### src/rtl/cm3_defines.svh
//==========================================================================
// Cortex-M3 bus logic definitions
// Bus widths, AHB-lite transfer codes and the exclusive tag granule
//==========================================================================
`ifndef CM3_DEFINES_SVH
`define CM3_DEFINES_SVH

// AHB-lite bus widths
`define CM3_ADDR_W 32
`define CM3_DATA_W 32

// HTRANS encodings
`define CM3_HTRANS_IDLE   2'b00
`define CM3_HTRANS_NONSEQ 2'b10

// Lowest address bit compared by the exclusive monitor, word granule
`define CM3_EXCL_LSB 2

`endif
### src/rtl/cm3_pkg.sv
//==========================================================================
// Cortex-M3 bus types
// Address phase and response structs for the icode, dcode and code buses
//==========================================================================
`default_nettype none
`include "cm3_defines.svh"

package cm3_pkg;

   // Instruction fetch address phase, always a read
   typedef struct packed {
      logic [1:0]             trans;
      logic [`CM3_ADDR_W-1:0] addr;
      logic [2:0]             size;
      logic [2:0]             burst;
      logic [3:0]             prot;
   } tIcodeReq;

   // Data side address phase
   typedef struct packed {
      logic [1:0]             trans;
      logic [`CM3_ADDR_W-1:0] addr;
      logic                   write;
      logic [2:0]             size;
      logic [2:0]             burst;
      logic [3:0]             prot;
   } tDcodeReq;

   // Shared code bus carries the full data side address phase
   typedef tDcodeReq tCodeReq;

   // Slave response, one layout for every code bus port
   typedef struct packed {
      logic [`CM3_DATA_W-1:0] rdata;
      logic                   ready; // HREADY
      logic                   resp;  // HRESP, error only
   } tCodeResp;

endpackage

`default_nettype wire

### src/rtl/cm3_bus_wrap.sv
//==========================================================================
// Cortex-M3 bus logic top level
// Code bus mux for icode/dcode and exclusive monitor on the system bus
//==========================================================================
`timescale 1ns/1ps
`default_nettype none
`include "cm3_defines.svh"

module cm3_bus_wrap (
   input  logic                   HCLK,
   input  logic                   rst,

   // Icode master
   input  cm3_pkg::tIcodeReq      icodeReq,
   output cm3_pkg::tCodeResp      icodeResp,

   // Dcode master
   input  cm3_pkg::tDcodeReq      dcodeReq,
   input  logic [`CM3_DATA_W-1:0] dcodeWdata,
   output cm3_pkg::tCodeResp      dcodeResp,

   // Shared code bus
   output cm3_pkg::tCodeReq       codeReq,
   output logic [`CM3_DATA_W-1:0] codeWdata,
   input  cm3_pkg::tCodeResp      codeResp,

   // System bus, exclusive access only
   input  logic                   sysWriteIn,
   input  logic [`CM3_ADDR_W-1:0] sysAddr,
   input  logic                   sysExReq,
   input  logic                   sysReady,
   input  logic                   halted,
   output logic                   sysWrite,
   output logic                   sysExResp
);

   cm3_code_mux u_codeMux (
      .HCLK       (HCLK),
      .rst        (rst),
      .icodeReq   (icodeReq),
      .dcodeReq   (dcodeReq),
      .dcodeWdata (dcodeWdata),
      .codeResp   (codeResp),
      .icodeResp  (icodeResp),
      .dcodeResp  (dcodeResp),
      .codeReq    (codeReq),
      .codeWdata  (codeWdata)
   );

   // Exclusives stay disabled on the code bus, only the system bus is watched
   cm3_excl_mon u_sysMon (
      .HCLK     (HCLK),
      .rst      (rst),
      .halted   (halted),
      .addr     (sysAddr),
      .writeIn  (sysWriteIn),
      .exReq    (sysExReq),
      .ready    (sysReady),
      .writeOut (sysWrite),
      .exResp   (sysExResp)
   );

endmodule

`default_nettype wire

### src/rtl/cm3_excl_mon.sv
//==========================================================================
// Exclusive access monitor
// Tracks one word tag set by an exclusive load and turns a failing
// exclusive store into a read with a failure response
//==========================================================================
`timescale 1ns/1ps
`default_nettype none
`include "cm3_defines.svh"

module cm3_excl_mon (
   input  logic                   HCLK,
   input  logic                   rst,
   input  logic                   halted,   // Debug halt drops the reservation
   input  logic [`CM3_ADDR_W-1:0] addr,
   input  logic                   writeIn,  // HWRITE from the core
   input  logic                   exReq,
   input  logic                   ready,    // System bus HREADY
   output logic                   writeOut, // HWRITE to the bus
   output logic                   exResp
);

   logic [`CM3_ADDR_W-1:`CM3_EXCL_LSB] tagQ;
   logic                               tagValidQ;
   logic                               tagHit;
   logic                               exFail;

   assign tagHit = tagValidQ & (addr[`CM3_ADDR_W-1:`CM3_EXCL_LSB] == tagQ);

   // Exclusive store without a matching reservation
   assign exFail = exReq & writeIn & ~tagHit;

   assign writeOut = writeIn & ~exFail; // Failed store becomes a read

   always_ff @(posedge HCLK) begin
      if (rst) begin
         tagValidQ <= 1'b0;
      end else if (halted) begin
         tagValidQ <= 1'b0;
      end else if (ready && exReq) begin
         tagValidQ <= ~writeIn;   // Load sets, any exclusive store clears
      end
   end

   // Tag address only matters while valid
   always_ff @(posedge HCLK) begin
      if (ready && exReq && !writeIn) begin
         tagQ <= addr[`CM3_ADDR_W-1:`CM3_EXCL_LSB];
      end
   end

   // Response lives in the data phase, held through wait states
   always_ff @(posedge HCLK) begin
      if (rst) begin
         exResp <= 1'b0;
      end else if (ready) begin
         exResp <= exFail;
      end
   end

endmodule

`default_nettype wire

### src/rtl/cm3_code_mux.sv
//==========================================================================
// Icode/dcode code bus mux
// Fixed priority arbiter merging two AHB-lite masters onto one code bus,
// with data phase steering of read data, response and write data
//==========================================================================
`timescale 1ns/1ps
`default_nettype none
`include "cm3_defines.svh"

module cm3_code_mux (
   input  logic                   HCLK,
   input  logic                   rst,
   input  cm3_pkg::tIcodeReq      icodeReq,
   input  cm3_pkg::tDcodeReq      dcodeReq,
   input  logic [`CM3_DATA_W-1:0] dcodeWdata,
   input  cm3_pkg::tCodeResp      codeResp,
   output cm3_pkg::tCodeResp      icodeResp,
   output cm3_pkg::tCodeResp      dcodeResp,
   output cm3_pkg::tCodeReq       codeReq,
   output logic [`CM3_DATA_W-1:0] codeWdata
);
   import cm3_pkg::*;

   tIcodeReq iHeld;
   tDcodeReq dHeld;
   tIcodeReq iEff;
   tDcodeReq dEff;
   logic     iPending;
   logic     dPending;
   logic     iReady;
   logic     dReady;
   logic     iSel;
   logic     dSel;
   logic     iIssued;
   logic     dIssued;
   logic     lockQ;       // Address phase on the bus was stalled
   logic     lockDcodeQ;
   logic     ownValidQ;   // A data phase is in flight
   logic     ownDcodeQ;   // It belongs to dcode
   logic     iOwn;
   logic     dOwn;

   // A waiting master is stalled in its data phase
   assign iReady = ~iPending & codeResp.ready;
   assign dReady = ~dPending & codeResp.ready;

   assign iIssued = iSel & codeResp.ready;
   assign dIssued = dSel & codeResp.ready;

   cm3_addr_hold #(.tPayload(tIcodeReq)) u_iHold (
      .HCLK    (HCLK),
      .rst     (rst),
      .req     (icodeReq),
      .accept  (iReady),
      .issued  (iIssued),
      .pending (iPending),
      .held    (iHeld)
   );

   cm3_addr_hold #(.tPayload(tDcodeReq)) u_dHold (
      .HCLK    (HCLK),
      .rst     (rst),
      .req     (dcodeReq),
      .accept  (dReady),
      .issued  (dIssued),
      .pending (dPending),
      .held    (dHeld)
   );

   assign iEff = iPending ? iHeld : icodeReq;
   assign dEff = dPending ? dHeld : dcodeReq;

   // Held requests go first so a loser waits for one transfer only
   always_comb begin
      if (lockQ) begin
         dSel = lockDcodeQ;
      end else begin
         dSel = dPending | (~iPending & dcodeReq.trans[1]);
      end
      iSel = ~dSel & (iPending | icodeReq.trans[1]);
   end

   always_comb begin
      codeReq       = '0;
      codeReq.trans = `CM3_HTRANS_IDLE;
      if (dSel) begin
         codeReq = dEff;
      end else if (iSel) begin
         codeReq.trans = iEff.trans;   // Fetches are reads, write stays low
         codeReq.addr  = iEff.addr;
         codeReq.size  = iEff.size;
         codeReq.burst = iEff.burst;
         codeReq.prot  = iEff.prot;
      end
   end

   always_ff @(posedge HCLK) begin
      if (rst) begin
         lockQ      <= 1'b0;
         lockDcodeQ <= 1'b0;
         ownValidQ  <= 1'b0;
         ownDcodeQ  <= 1'b0;
      end else begin
         lockQ      <= (iSel | dSel) & ~codeResp.ready;
         lockDcodeQ <= dSel;
         if (codeResp.ready) begin
            ownValidQ <= iSel | dSel;
            ownDcodeQ <= dSel;
         end
      end
   end

   assign iOwn = ownValidQ & ~ownDcodeQ;
   assign dOwn = ownValidQ & ownDcodeQ;

   always_comb begin
      icodeResp.rdata = iOwn ? codeResp.rdata : '0;
      icodeResp.resp  = iOwn & codeResp.resp;
      icodeResp.ready = iReady;
      dcodeResp.rdata = dOwn ? codeResp.rdata : '0;
      dcodeResp.resp  = dOwn & codeResp.resp;
      dcodeResp.ready = dReady;
   end

   assign codeWdata = dOwn ? dcodeWdata : '0; // Only dcode writes

endmodule

`default_nettype wire

### src/rtl/cm3_addr_hold.sv
//==========================================================================
// Address phase holding register
// Keeps one master's accepted address phase until the code bus takes it
//==========================================================================
`timescale 1ns/1ps
`default_nettype none

module cm3_addr_hold #(
   parameter type tPayload = cm3_pkg::tIcodeReq
) (
   input  logic    HCLK,
   input  logic    rst,
   input  tPayload req,      // Live address phase from the master
   input  logic    accept,   // Master's HREADY
   input  logic    issued,   // Master owns the code bus address phase
   output logic    pending,
   output tPayload held
);

   logic reqActive;
   logic capture;

   // NONSEQ and SEQ both have bit 1 set
   assign reqActive = req.trans[1];

   // Accepted from the master but lost the bus this cycle
   assign capture = accept & reqActive & ~issued;

   always_ff @(posedge HCLK) begin
      if (rst) begin
         pending <= 1'b0;
      end else if (capture) begin
         pending <= 1'b1;
      end else if (issued) begin
         pending <= 1'b0;    // Held copy went out
      end
   end

   // Payload only, qualified by pending
   always_ff @(posedge HCLK) begin
      if (capture) begin
         held <= req;
      end
   end

endmodule

`default_nettype wire

### config.mk
export PLATFORM = sky130hd
export DESIGN_NAME = cm3_bus_wrap
export DESIGN_NICKNAME = d
export VERILOG_FILES = /design/src/rtl/cm3_pkg.sv /design/src/rtl/cm3_bus_wrap.sv /design/src/rtl/cm3_excl_mon.sv /design/src/rtl/cm3_code_mux.sv /design/src/rtl/cm3_addr_hold.sv
export VERILOG_INCLUDE_DIRS = /design/src /design/src/rtl
export SDC_FILE = /design/constraint.sdc
export NUM_CORES = 1
export LEC_CHECK = 0
export BUFFER_PORTS_ARGS = -buffer_cell sky130_fd_sc_hd__clkbuf_2
export CORE_MARGIN = 10
export CORE_UTILIZATION = 41
export CTS_CLUSTER_DIAMETER = 200
export DETAILED_ROUTE_END_ITERATION = 7
export GPL_ROUTABILITY_DRIVEN = 0
export HOLD_SLACK_MARGIN = 0.1
export PLACE_DENSITY_LB_ADDON = 0.2
export SYNTH_ARGS = -nofsm -noshare
export SYNTH_HDL_FRONTEND = slang
export SYNTH_SLANG_ARGS = --single-unit
### constraint.sdc
create_clock -name HCLK -period 2.33 [get_ports HCLK]
set_input_delay 0.1165 -clock HCLK [delete_from_list [all_inputs] [get_ports HCLK]]
set_output_delay 0.1165 -clock HCLK [all_outputs]
set_load 0.02 [all_outputs]
==> results of run 1 <==
[worst register-to-register path, delay by kind of cell, from the launching register on]
kind                   cells  cell delay, ns
buffers and inverters      3            0.96
AOI/OAI and AO/OA          3            0.39
DFF                        1            0.33
[area by class of cell]
| cell class | instances | area (sq um) | share of cell area (%) |
|---|---|---|---|
| well taps | 188 | 235.2 | 2.331 |
| diodes | 3 | 7.507 | 0.07440 |
| flip-flops and latches | 127 | 3736 | 37.02 |
| multi-input cells | 302 | 2410 | 23.88 |
| inverters | 1 | 3.754 | 0.03720 |
| clock buffers | 18 | 429.2 | 4.253 |
| clock inverters | 14 | 181.4 | 1.798 |
| repair buffers | 476 | 3088 | 30.60 |
[power groups by stage]
stage	registers, mW	logic, mW	clock network (mW)
4_1_cts	2.64	1.50	2.78
5_1_grt	2.65	1.63	2.88
3_5_place_dp	2.69	1.33	0
3_3_place_gp	2.69	1.31	0
2_1_floorplan	2.69	0.801	0
6_report	2.65	1.52	2.74
[sequential cells by signal (all words and copies together), names as in the netlist]
signal	cells
u_codeMux.ownValidQ	1
u_sysMon.tagQ	30
u_codeMux.u_iHold.held	44
u_codeMux.ownDcodeQ	1
u_codeMux.lockDcodeQ	1
u_codeMux.u_dHold.pending	1
u_codeMux.lockQ	1
u_codeMux.u_dHold.held	45
u_sysMon.tagValidQ	1
u_sysMon.exResp	1
u_codeMux.u_iHold.pending	1
[worst paths after layout]
kind                                to  slack (ns)
min reg2reg            u_sysMon.exResp        0.50
max reg2reg  u_codeMux.u_dHold.pending        0.53
max                         codeReq[1]        0.15
min                    u_sysMon.exResp        0.20
[per-layer routing]
| layer | GRT usage (%) | wire length, um |
|---|---|---|
| met5 | 0 | 0 |
| met4 | 10.21 | 839 |
| met3 | 8.638 | 2412 |
| met2 | 38.31 | 12400 |
| met1 | 23.09 | 8507 |
[through the flow]
stage	power, mW	cell area (sq um)	std cells
3_5_place_dp	4.020	8214	969
6_report	6.903	10090	1129
5_1_grt	7.163	10090	1128
4_1_cts	6.922	10080	1126
2_1_floorplan	3.488	6382	476
3_3_place_gp	3.993	8214	969
[cells in the mapped netlist, types with 2 or more instances]
| master | n | area, sq um |
|---|---|---|
| buf_4 | 6 | 45.04 |
| and3_1 | 68 | 425.4 |
| mux2i_1 | 46 | 460.4 |
| a21oi_1 | 47 | 235.2 |
| a221oi_2 | 33 | 495.5 |
| dfxtp_1 | 8 | 160.2 |
| nand4_1 | 6 | 37.54 |
| clkbuf_1 | 19 | 71.32 |
| edfxtp_1 | 119 | 3573 |
| buf_6 | 5 | 56.30 |
| a221oi_1 | 9 | 78.83 |
| nor2_1 | 6 | 22.52 |
| and2_1 | 33 | 206.5 |
| xnor2_1 | 19 | 166.4 |
| xor2_1 | 11 | 96.34 |
| nor4_1 | 4 | 25.02 |
| clkbuf_4 | 2 | 15.01 |
| a211oi_1 | 4 | 30.03 |
| nand2_1 | 2 | 7.510 |
| buf_2 | 14 | 70.07 |
| nor2b_1 | 4 | 25.02 |
| nor3_1 | 3 | 15.01 |
[kinds of logic (layout without fill, tap and decap cells)]
| group | count (synthesis) | count (layout) | share of synthesized area, % |
|---|---|---|---|
| xor gates and xnor gates | 30 | 30 | 4.118 |
| other | 0 | 3 | 0 |
| and+or+nand+nor | 127 | 127 | 12.10 |
| AOI/OAI and AO/OA | 99 | 99 | 13.96 |
| DFF | 127 | 127 | 58.51 |
| muxes | 46 | 46 | 7.216 |
| buffers and inverters | 47 | 509 | 4.098 |
[timing repair]
item	CTS	global route
endpoints found under the hold margin	127	0
hold buffers	125	0
gates resized for setup	0	2
setup endpoints to repair	0	2
==> metrics.md, run 1 <==
| Metric | Value |
|---|---|
| Vias in the first global route | 6214 |
| Worst Setup SP | dcodeReq[44] |
| Required @ worst endpoint | 2.21 ns |
| CP dominant cell by count | clkbuf_2 |
| Setup Crit Path Kind | in -> out |
| Clk root buf | clkbuf_16 |
| Critical path cell sequence | dlygate4sd3_1 -> clkbuf_2 -> a21oi_2 -> o21ai_4 -> buf_12 -> a221oi_1 -> a21oi_1 -> clkbuf_2 |
| Tmin final | 2.177 ns |
| Hold depth | 3 |
| Mapped Area | 6381 sq um |
| CP Max Fanout | 68 |
| Slowest cell delay on critical path | 0.58 ns |
| GRT Util Overall | 22.09% |
| CTS tree | yes |
| Leading cell type in the layout, fill and taps excluded | clkbuf_2 |
| Sink Count | 127 |
| Leakage | 4.508 nW |
| Syn Inst Count | 476 |
| Hold path startpoint | sysWriteIn |
| HP Class | in -> reg |
| Pwr dens | 684.0 nW/um^2 |
| DP HPWL | 16.49 mm |
| Final Hold Vio Count | 0 |
| Clock latency on the worst-skew pair | 0.42 ns |
| RSZ-0062 raised after global routing | no |
| Initial antenna violation count | 2 |
| DRT iter0 DRCs | 322 |
| YS warnings | 0 |
| Sw Share | 28.44% |
| Syn_nets | 669 |
| Status | complete, no violations |
| H-tree Lvls | 4 |
| CP max-delay cell | dlygate4sd3_1 |
| Worst endpoint data arrival time | 2.06 ns |
| Post-synthesis async set-or-reset flop share | 0% |
| Clk pwr share | 39.7% |
| WP depth | 8 |
| Reg2Reg Launch Point | u_codeMux.u_iHold.pending |
| Total number of vias | 5975 |
| Combinational Power Share | 22.0% |
| CP delay by family, top | buffers and inverters |
| Chip height | 144.8 um |
| Clock transition at the registers of the reported paths | 0.06 ns |
| Vias/cell | 5.292 |
| Share of layout cells above drive strength 1 | 45.42% |
| Register bit count reported by yosys | 127 |
| Fin crit share | 93.42% |
| Synth cell types | 30 |
| Num CTS Buffers | 17 |
| Reg power frac | 38.3% |
| Pre-CTS setup slack | 0.5355 ns |
| 1st-pass router iterations | 5 |
| Drt wl/cell | 21.40 um |
| DIE AREA | 20950 sq um |
| Antenna-violating nets left | 0 |
| Nets | 1118 |
| Setup TNS | 0 ns |
| Area Overhead vs Synth | 58.14% |
| Worst Slack Setup Final | 0.1532 ns |
| Core box area | 15200 sq um |
| Worst setup SP type | primary input |
| Final core utilization | 66.38% |
| Largest net degree at the start of global routing | 69 |
| IO Pins | 340 |
| Drt total wl | 24.16 mm |
| CP endpoint kind | output port |
| Initial Util | 41.98% |
| Clock Skews | 0.01312 ns |
| Bufs on Longest Clock Path | 2 |
| Top_reg_cell synth | edfxtp_1 |
| Sequential area share after synthesis | 58.51% |
| Remaining DRCs | 0 |
| Fillers | 1102 |
| P_sw | 1.963 mW |
| CP bufs+invs | 4 |
| Max VDD drop | 0.5007 mV |
| Finish-stage setup viols | 0 |
| First-pass GRT wire length | 35.56 mm |
| Die W | 144.8 um |
| Relative slew slack | 64.61% |
| Slew Viols, Final | 0 |
| Worst Reg-to-Reg Cells | 6 |
| Fmax | 459.4 MHz |
| Slew @ Worst Pin | 0.5309 ns |
| Max Cap Violations | 0 |
| Post-Syn Area per Cell | 13.41 sq um |
| Rows | 45 |
| Post-synth EDFFs | 119 |
| Total gr overflow | 0 |
| IO Port Bufs | 337 |
| WHS | 0.1959 ns |
| Internal power | 4.940 mW |
| Commonest cells after routing, fill and taps aside | 337 x clkbuf_2, 125 x dlygate4sd3_1, 119 x edfxtp_1 |
| Post-CTS Setup Repair Bufs | 0 |
Power figures use the tool's default switching activity.
==> run 2, diff against run 1 <==
ABC_AREA = 1   (was unset)
CORE_UTILIZATION = 42   (was 41)
==> run 2 against run 1 <==
  * Register-to-register slack lost 0.06 ns
  * Sequential power is essentially flat
  * Sequential share of layout area shrank 1.8 points
  * Synthesized area grew 3.9%
  * Clock skew shrank 0.0011 ns
  * Global-route usage grew 2.7 points
  * Worst setup slack gained 0.035 ns
  * Clock power grew 4%
  * Flip-flop and latch count is the same
  * Die area grew 1.2%
  * Design area grew 5.0%
  * Combinational power grew 4%
  * Critical path type is now reg -> out
  * Largest cell class unchanged
  * Largest power group unchanged
==> metrics.md, run 2 <==
| Metric | Value |
|---|---|
| Chip height | 145.7 um (+0.62%) |
| Tot Pwr | 7.087 mW (+2.7%) |
| Worst setup SP type | flip-flop |
| Syn Inst Count | 754 (+58%) |
| Final Hold Vio Count | 0 (unchanged) |
| Initial Util | 43.30% (+1.3 points) |
| HP Class | in -> reg |
| Mapped Area | 6631 sq um (+3.9%) |
| Clock transition at the registers of the reported paths | 0.06 ns (about the same) |
| Setup Crit Path Kind | reg -> out |
| Clk root buf | clkbuf_16 |
| Bufs on Longest Clock Path | 2 (unchanged) |
| Commonest cells after routing, fill and taps aside | 336 x clkbuf_2, 199 x nor2_1, 130 x inv_1 |
| 1st-pass router iterations | 5 (unchanged) |
| Worst endpoint data arrival time | 2.03 ns (-0.03 ns) |
| Share of layout cells above drive strength 1 | 35.77% (-9.6 points) |
| Core box area | 15310 sq um (+0.74%) |
| Routed length on met2 | 14.56 mm (+17%) |
| Slowest cell delay on critical path | 0.45 ns (-0.13 ns) |
| Total gr overflow | 0 (unchanged) |
| RSZ-0062 raised after global routing | no |
| Max VDD drop | 0.5356 mV (+7.0%) |
| Max reg flops | 45 (unchanged) |
| Clock Skews | 0.01206 ns (-0.001068 ns) |
| Top_reg_cell synth | edfxtp_1 |
| CP max-delay cell | buf_4 |
| Fillers | 1185 (+7.5%) |
| Critical path cell sequence | buf_4 -> nor2_1 -> o31ai_1 -> clkbuf_2 |
| Reg2reg setup slack | 0.47 ns (-0.06 ns) |
| Max Cap Violations | 0 (unchanged) |
| Total number of vias | 6915 (+16%) |
| DP HPWL | 19.75 mm (+20%) |
| Status | complete, no violations |
| Post-synth EDFFs | 119 (unchanged) |
| DR top layer | met4 |
| Fin crit share | 91.92% (-1.5 points) |
| Ranking of synthesized cells by area | edfxtp_1 54%, nor2_1 11%, inv_1 7.4% |
| Remaining DRCs | 0 (unchanged) |
| Register bit count reported by yosys | 127 (unchanged) |
| Initial antenna violation count | 8 (+6) |
| Die W | 145.7 um (+0.62%) |
| Hold depth | 5 (+2) |
| Fmax | 466.9 MHz (+1.6%) |
| Rows | 45 (unchanged) |
| Antenna-violating nets left | 0 (unchanged) |
| Post-Syn Area per Cell | 8.795 sq um (-34%) |
| Top flop regs | u_codeMux.u_dHold.held: 45 flops, u_codeMux.u_iHold.held: 44 flops, u_sysMon.tagQ: 30 flops |
| Most flop-heavy register | u_codeMux.u_dHold.held |
| Slew Viols, Final | 0 (unchanged) |
| Num CTS Buffers | 17 (unchanged) |
| Cell with the most instances after synthesis | nor2_1 |
| Cell Count Post-Placement | 1278 (+32%) |
| Cell area after layout | 10590 sq um (+5.0%) |
| Top-area cell type share of the netlist area | 53.89% (-2.1 points) |
| Tmin final | 2.142 ns (-0.03499 ns) |
| Worst Reg-to-Reg Cells | 6 (unchanged) |
| Slew @ Worst Pin | 0.5455 ns (+0.01460 ns) |
| Setup TNS | 0 ns (unchanged) |
| First-pass GRT wire length | 41.21 mm (+16%) |
| IO Port Bufs | 337 (unchanged) |
| Sequential area share after synthesis | 56.30% (-2.2 points) |
| Nets | 1410 (+26%) |
| Post-DP Area | 8610 sq um (+4.8%) |
| Hold path startpoint | dcodeReq[44] |
| Relative slew slack | 63.51% (-1.1 points) |
| Largest net degree at the start of global routing | 48 (-30%) |
| Drt wl/cell | 18.98 um (-11%) |
| Leakage | 5.257 nW (+17%) |
| DRT met1 WL | 9.916 mm (+17%) |
| Finish-stage setup viols | 0 (unchanged) |
| Vias/cell | 4.772 (-9.8%) |
| Synth area leader | edfxtp_1 |
| DRT iter0 DRCs | 323 (+0.31%) |
| Area Overhead vs Synth | 59.75% |
| DIE AREA | 21220 sq um (+1.2%) |
| Synth cell types | 26 (-13%) |
| Worst R2R End | u_codeMux.u_iHold.held[25] |
| Drt total wl | 27.50 mm (+14%) |
| Multi-input gate area | 2266 sq um (-6.0%) |
| Clock latency on the worst-skew pair | 0.42 ns (about the same) |
| CP Max Fanout | 40 (-41%) |
| WHS Endpoint | u_codeMux.u_dHold.pending |
| GRT Util Overall | 24.82% (+2.7 points) |
| Required @ worst endpoint | 2.21 ns (about the same) |
| Pwr dens | 668.9 nW/um^2 (-2.2%) |
| CP endpoint kind | output port |
| H-tree Lvls | 4 (unchanged) |
| Vias in the first global route | 6979 (+12%) |
| Post-synthesis async set-or-reset flop share | 0% (unchanged) |
| Reg2Reg Launch Point | u_codeMux.u_dHold.pending |
| Non-filler instance count after layout | 1449 (+28%) |
| Met3 WL | 2.017 mm (-16%) |
| Leading cell type in the layout, fill and taps excluded | clkbuf_2 |
| Register area | 3736 sq um (unchanged) |
| Syn_nets | 947 (+42%) |
| WHS | 0.2002 ns (+0.004309 ns) |
| YS warnings | 0 (unchanged) |
| Most frequent cells after synthesis | 200 x nor2_1, 130 x inv_1, 119 x edfxtp_1 |
| IO Pins | 340 (unchanged) |
| Sink Count | 127 (unchanged) |
| CTS tree | yes |
-- run 2: cell count changes after synthesis, moves of 11 or more --
cell / before / now
nor2_1: 6 / 200
inv_1: 0 / 130
nand2_1: 2 / 94
and3_1: 68 / 0
mux2i_1: 46 / 0
a21oi_1: 47 / 2
o211ai_1: 0 / 44
or2_2: 0 / 44
o31ai_1: 0 / 43
a221oi_2: 33 / 0
and2_1: 33 / 0
xnor2_1: 19 / 7
xor2_1: 11 / 0
-- run 2: final cells by class --
class | instances | area share [%]
Multi-Input combinational cell | 454 | 21.39
Timing Repair Buffer | 484 | 30.05
Sequential cell | 127 | 35.27
Antenna cell | 8 | 0.1890
Tap cell | 211 | 2.492
Inverter | 133 | 4.712
Clock inverter | 13 | 1.819
Clock buffer | 19 | 4.086
-- run 2: routing by layer --
metal	up-vias	GRT usage (%)
met5	-	0
met4	0	11.83
met3	48	7.296
met2	309	43.76
met1	3180	26.69
li1	3378	-
-- run 2: metrics by stage --
stage / utilization, % / setup WS [ns]
after floorplan: - / -0.3859
after global placement: 56.22 / 0.4683
after detailed placement: 56.22 / 0.4547
after CTS: 68.47 / 0.04060
after global routing: 69.17 / 0.03208
final: 69.17 / 0.1882
-- run 2: kinds of logic after synthesis --
group,after synthesis,share of synthesized area (%)
DFF,127,56.30
buffers and inverters,173,10.09
xor gates and xnor gates,7,0.9245
AOI/OAI and AO/OA,103,11.38
and+or+nand+nor,344,21.30
-- run 2: critical path, delay by kind of cell, from the launching register on --
family	cells	cell delay (ns)
flops	1	0.42
compound gates	1	0.31
buf+inv	2	0.68
simple gates	1	0.14
-- run 2: worst max-delay path by stage --
stage                                   start                          to  slack [ns]  cells after the start
CTS                 u_codeMux.u_iHold.pending                  codeReq[4]        0.04                      7
finish              u_codeMux.u_dHold.pending                 codeReq[25]        0.19                      4
global route        u_codeMux.u_dHold.pending                  codeReq[4]        0.03                     10
floorplan           u_codeMux.u_iHold.pending   u_codeMux.u_iHold.held[0]       -0.39                      5
detailed placement  u_codeMux.u_dHold.pending  u_codeMux.u_iHold.held[28]        0.45                      6
global placement    u_codeMux.u_dHold.pending  u_codeMux.u_iHold.held[24]        0.47                      6
-- run 2: where the power goes --
part | switching [mW] | leakage [nW] | total [mW] | internal [mW]
combinational | 0.938 | 3.80 | 1.58 | 0.643
clock | 0.974 | 0.304 | 2.86 | 1.88
sequential | 0.0361 | 1.16 | 2.65 | 2.61
-- run 2: repair_timing --
action / CTS / global route
endpoints found under the setup margin: 0 / 32
endpoints found under the hold margin: 126 / 0
resized for setup: 0 / 2
hold buffers: 125 / 0
setup buffers: 0 / 3
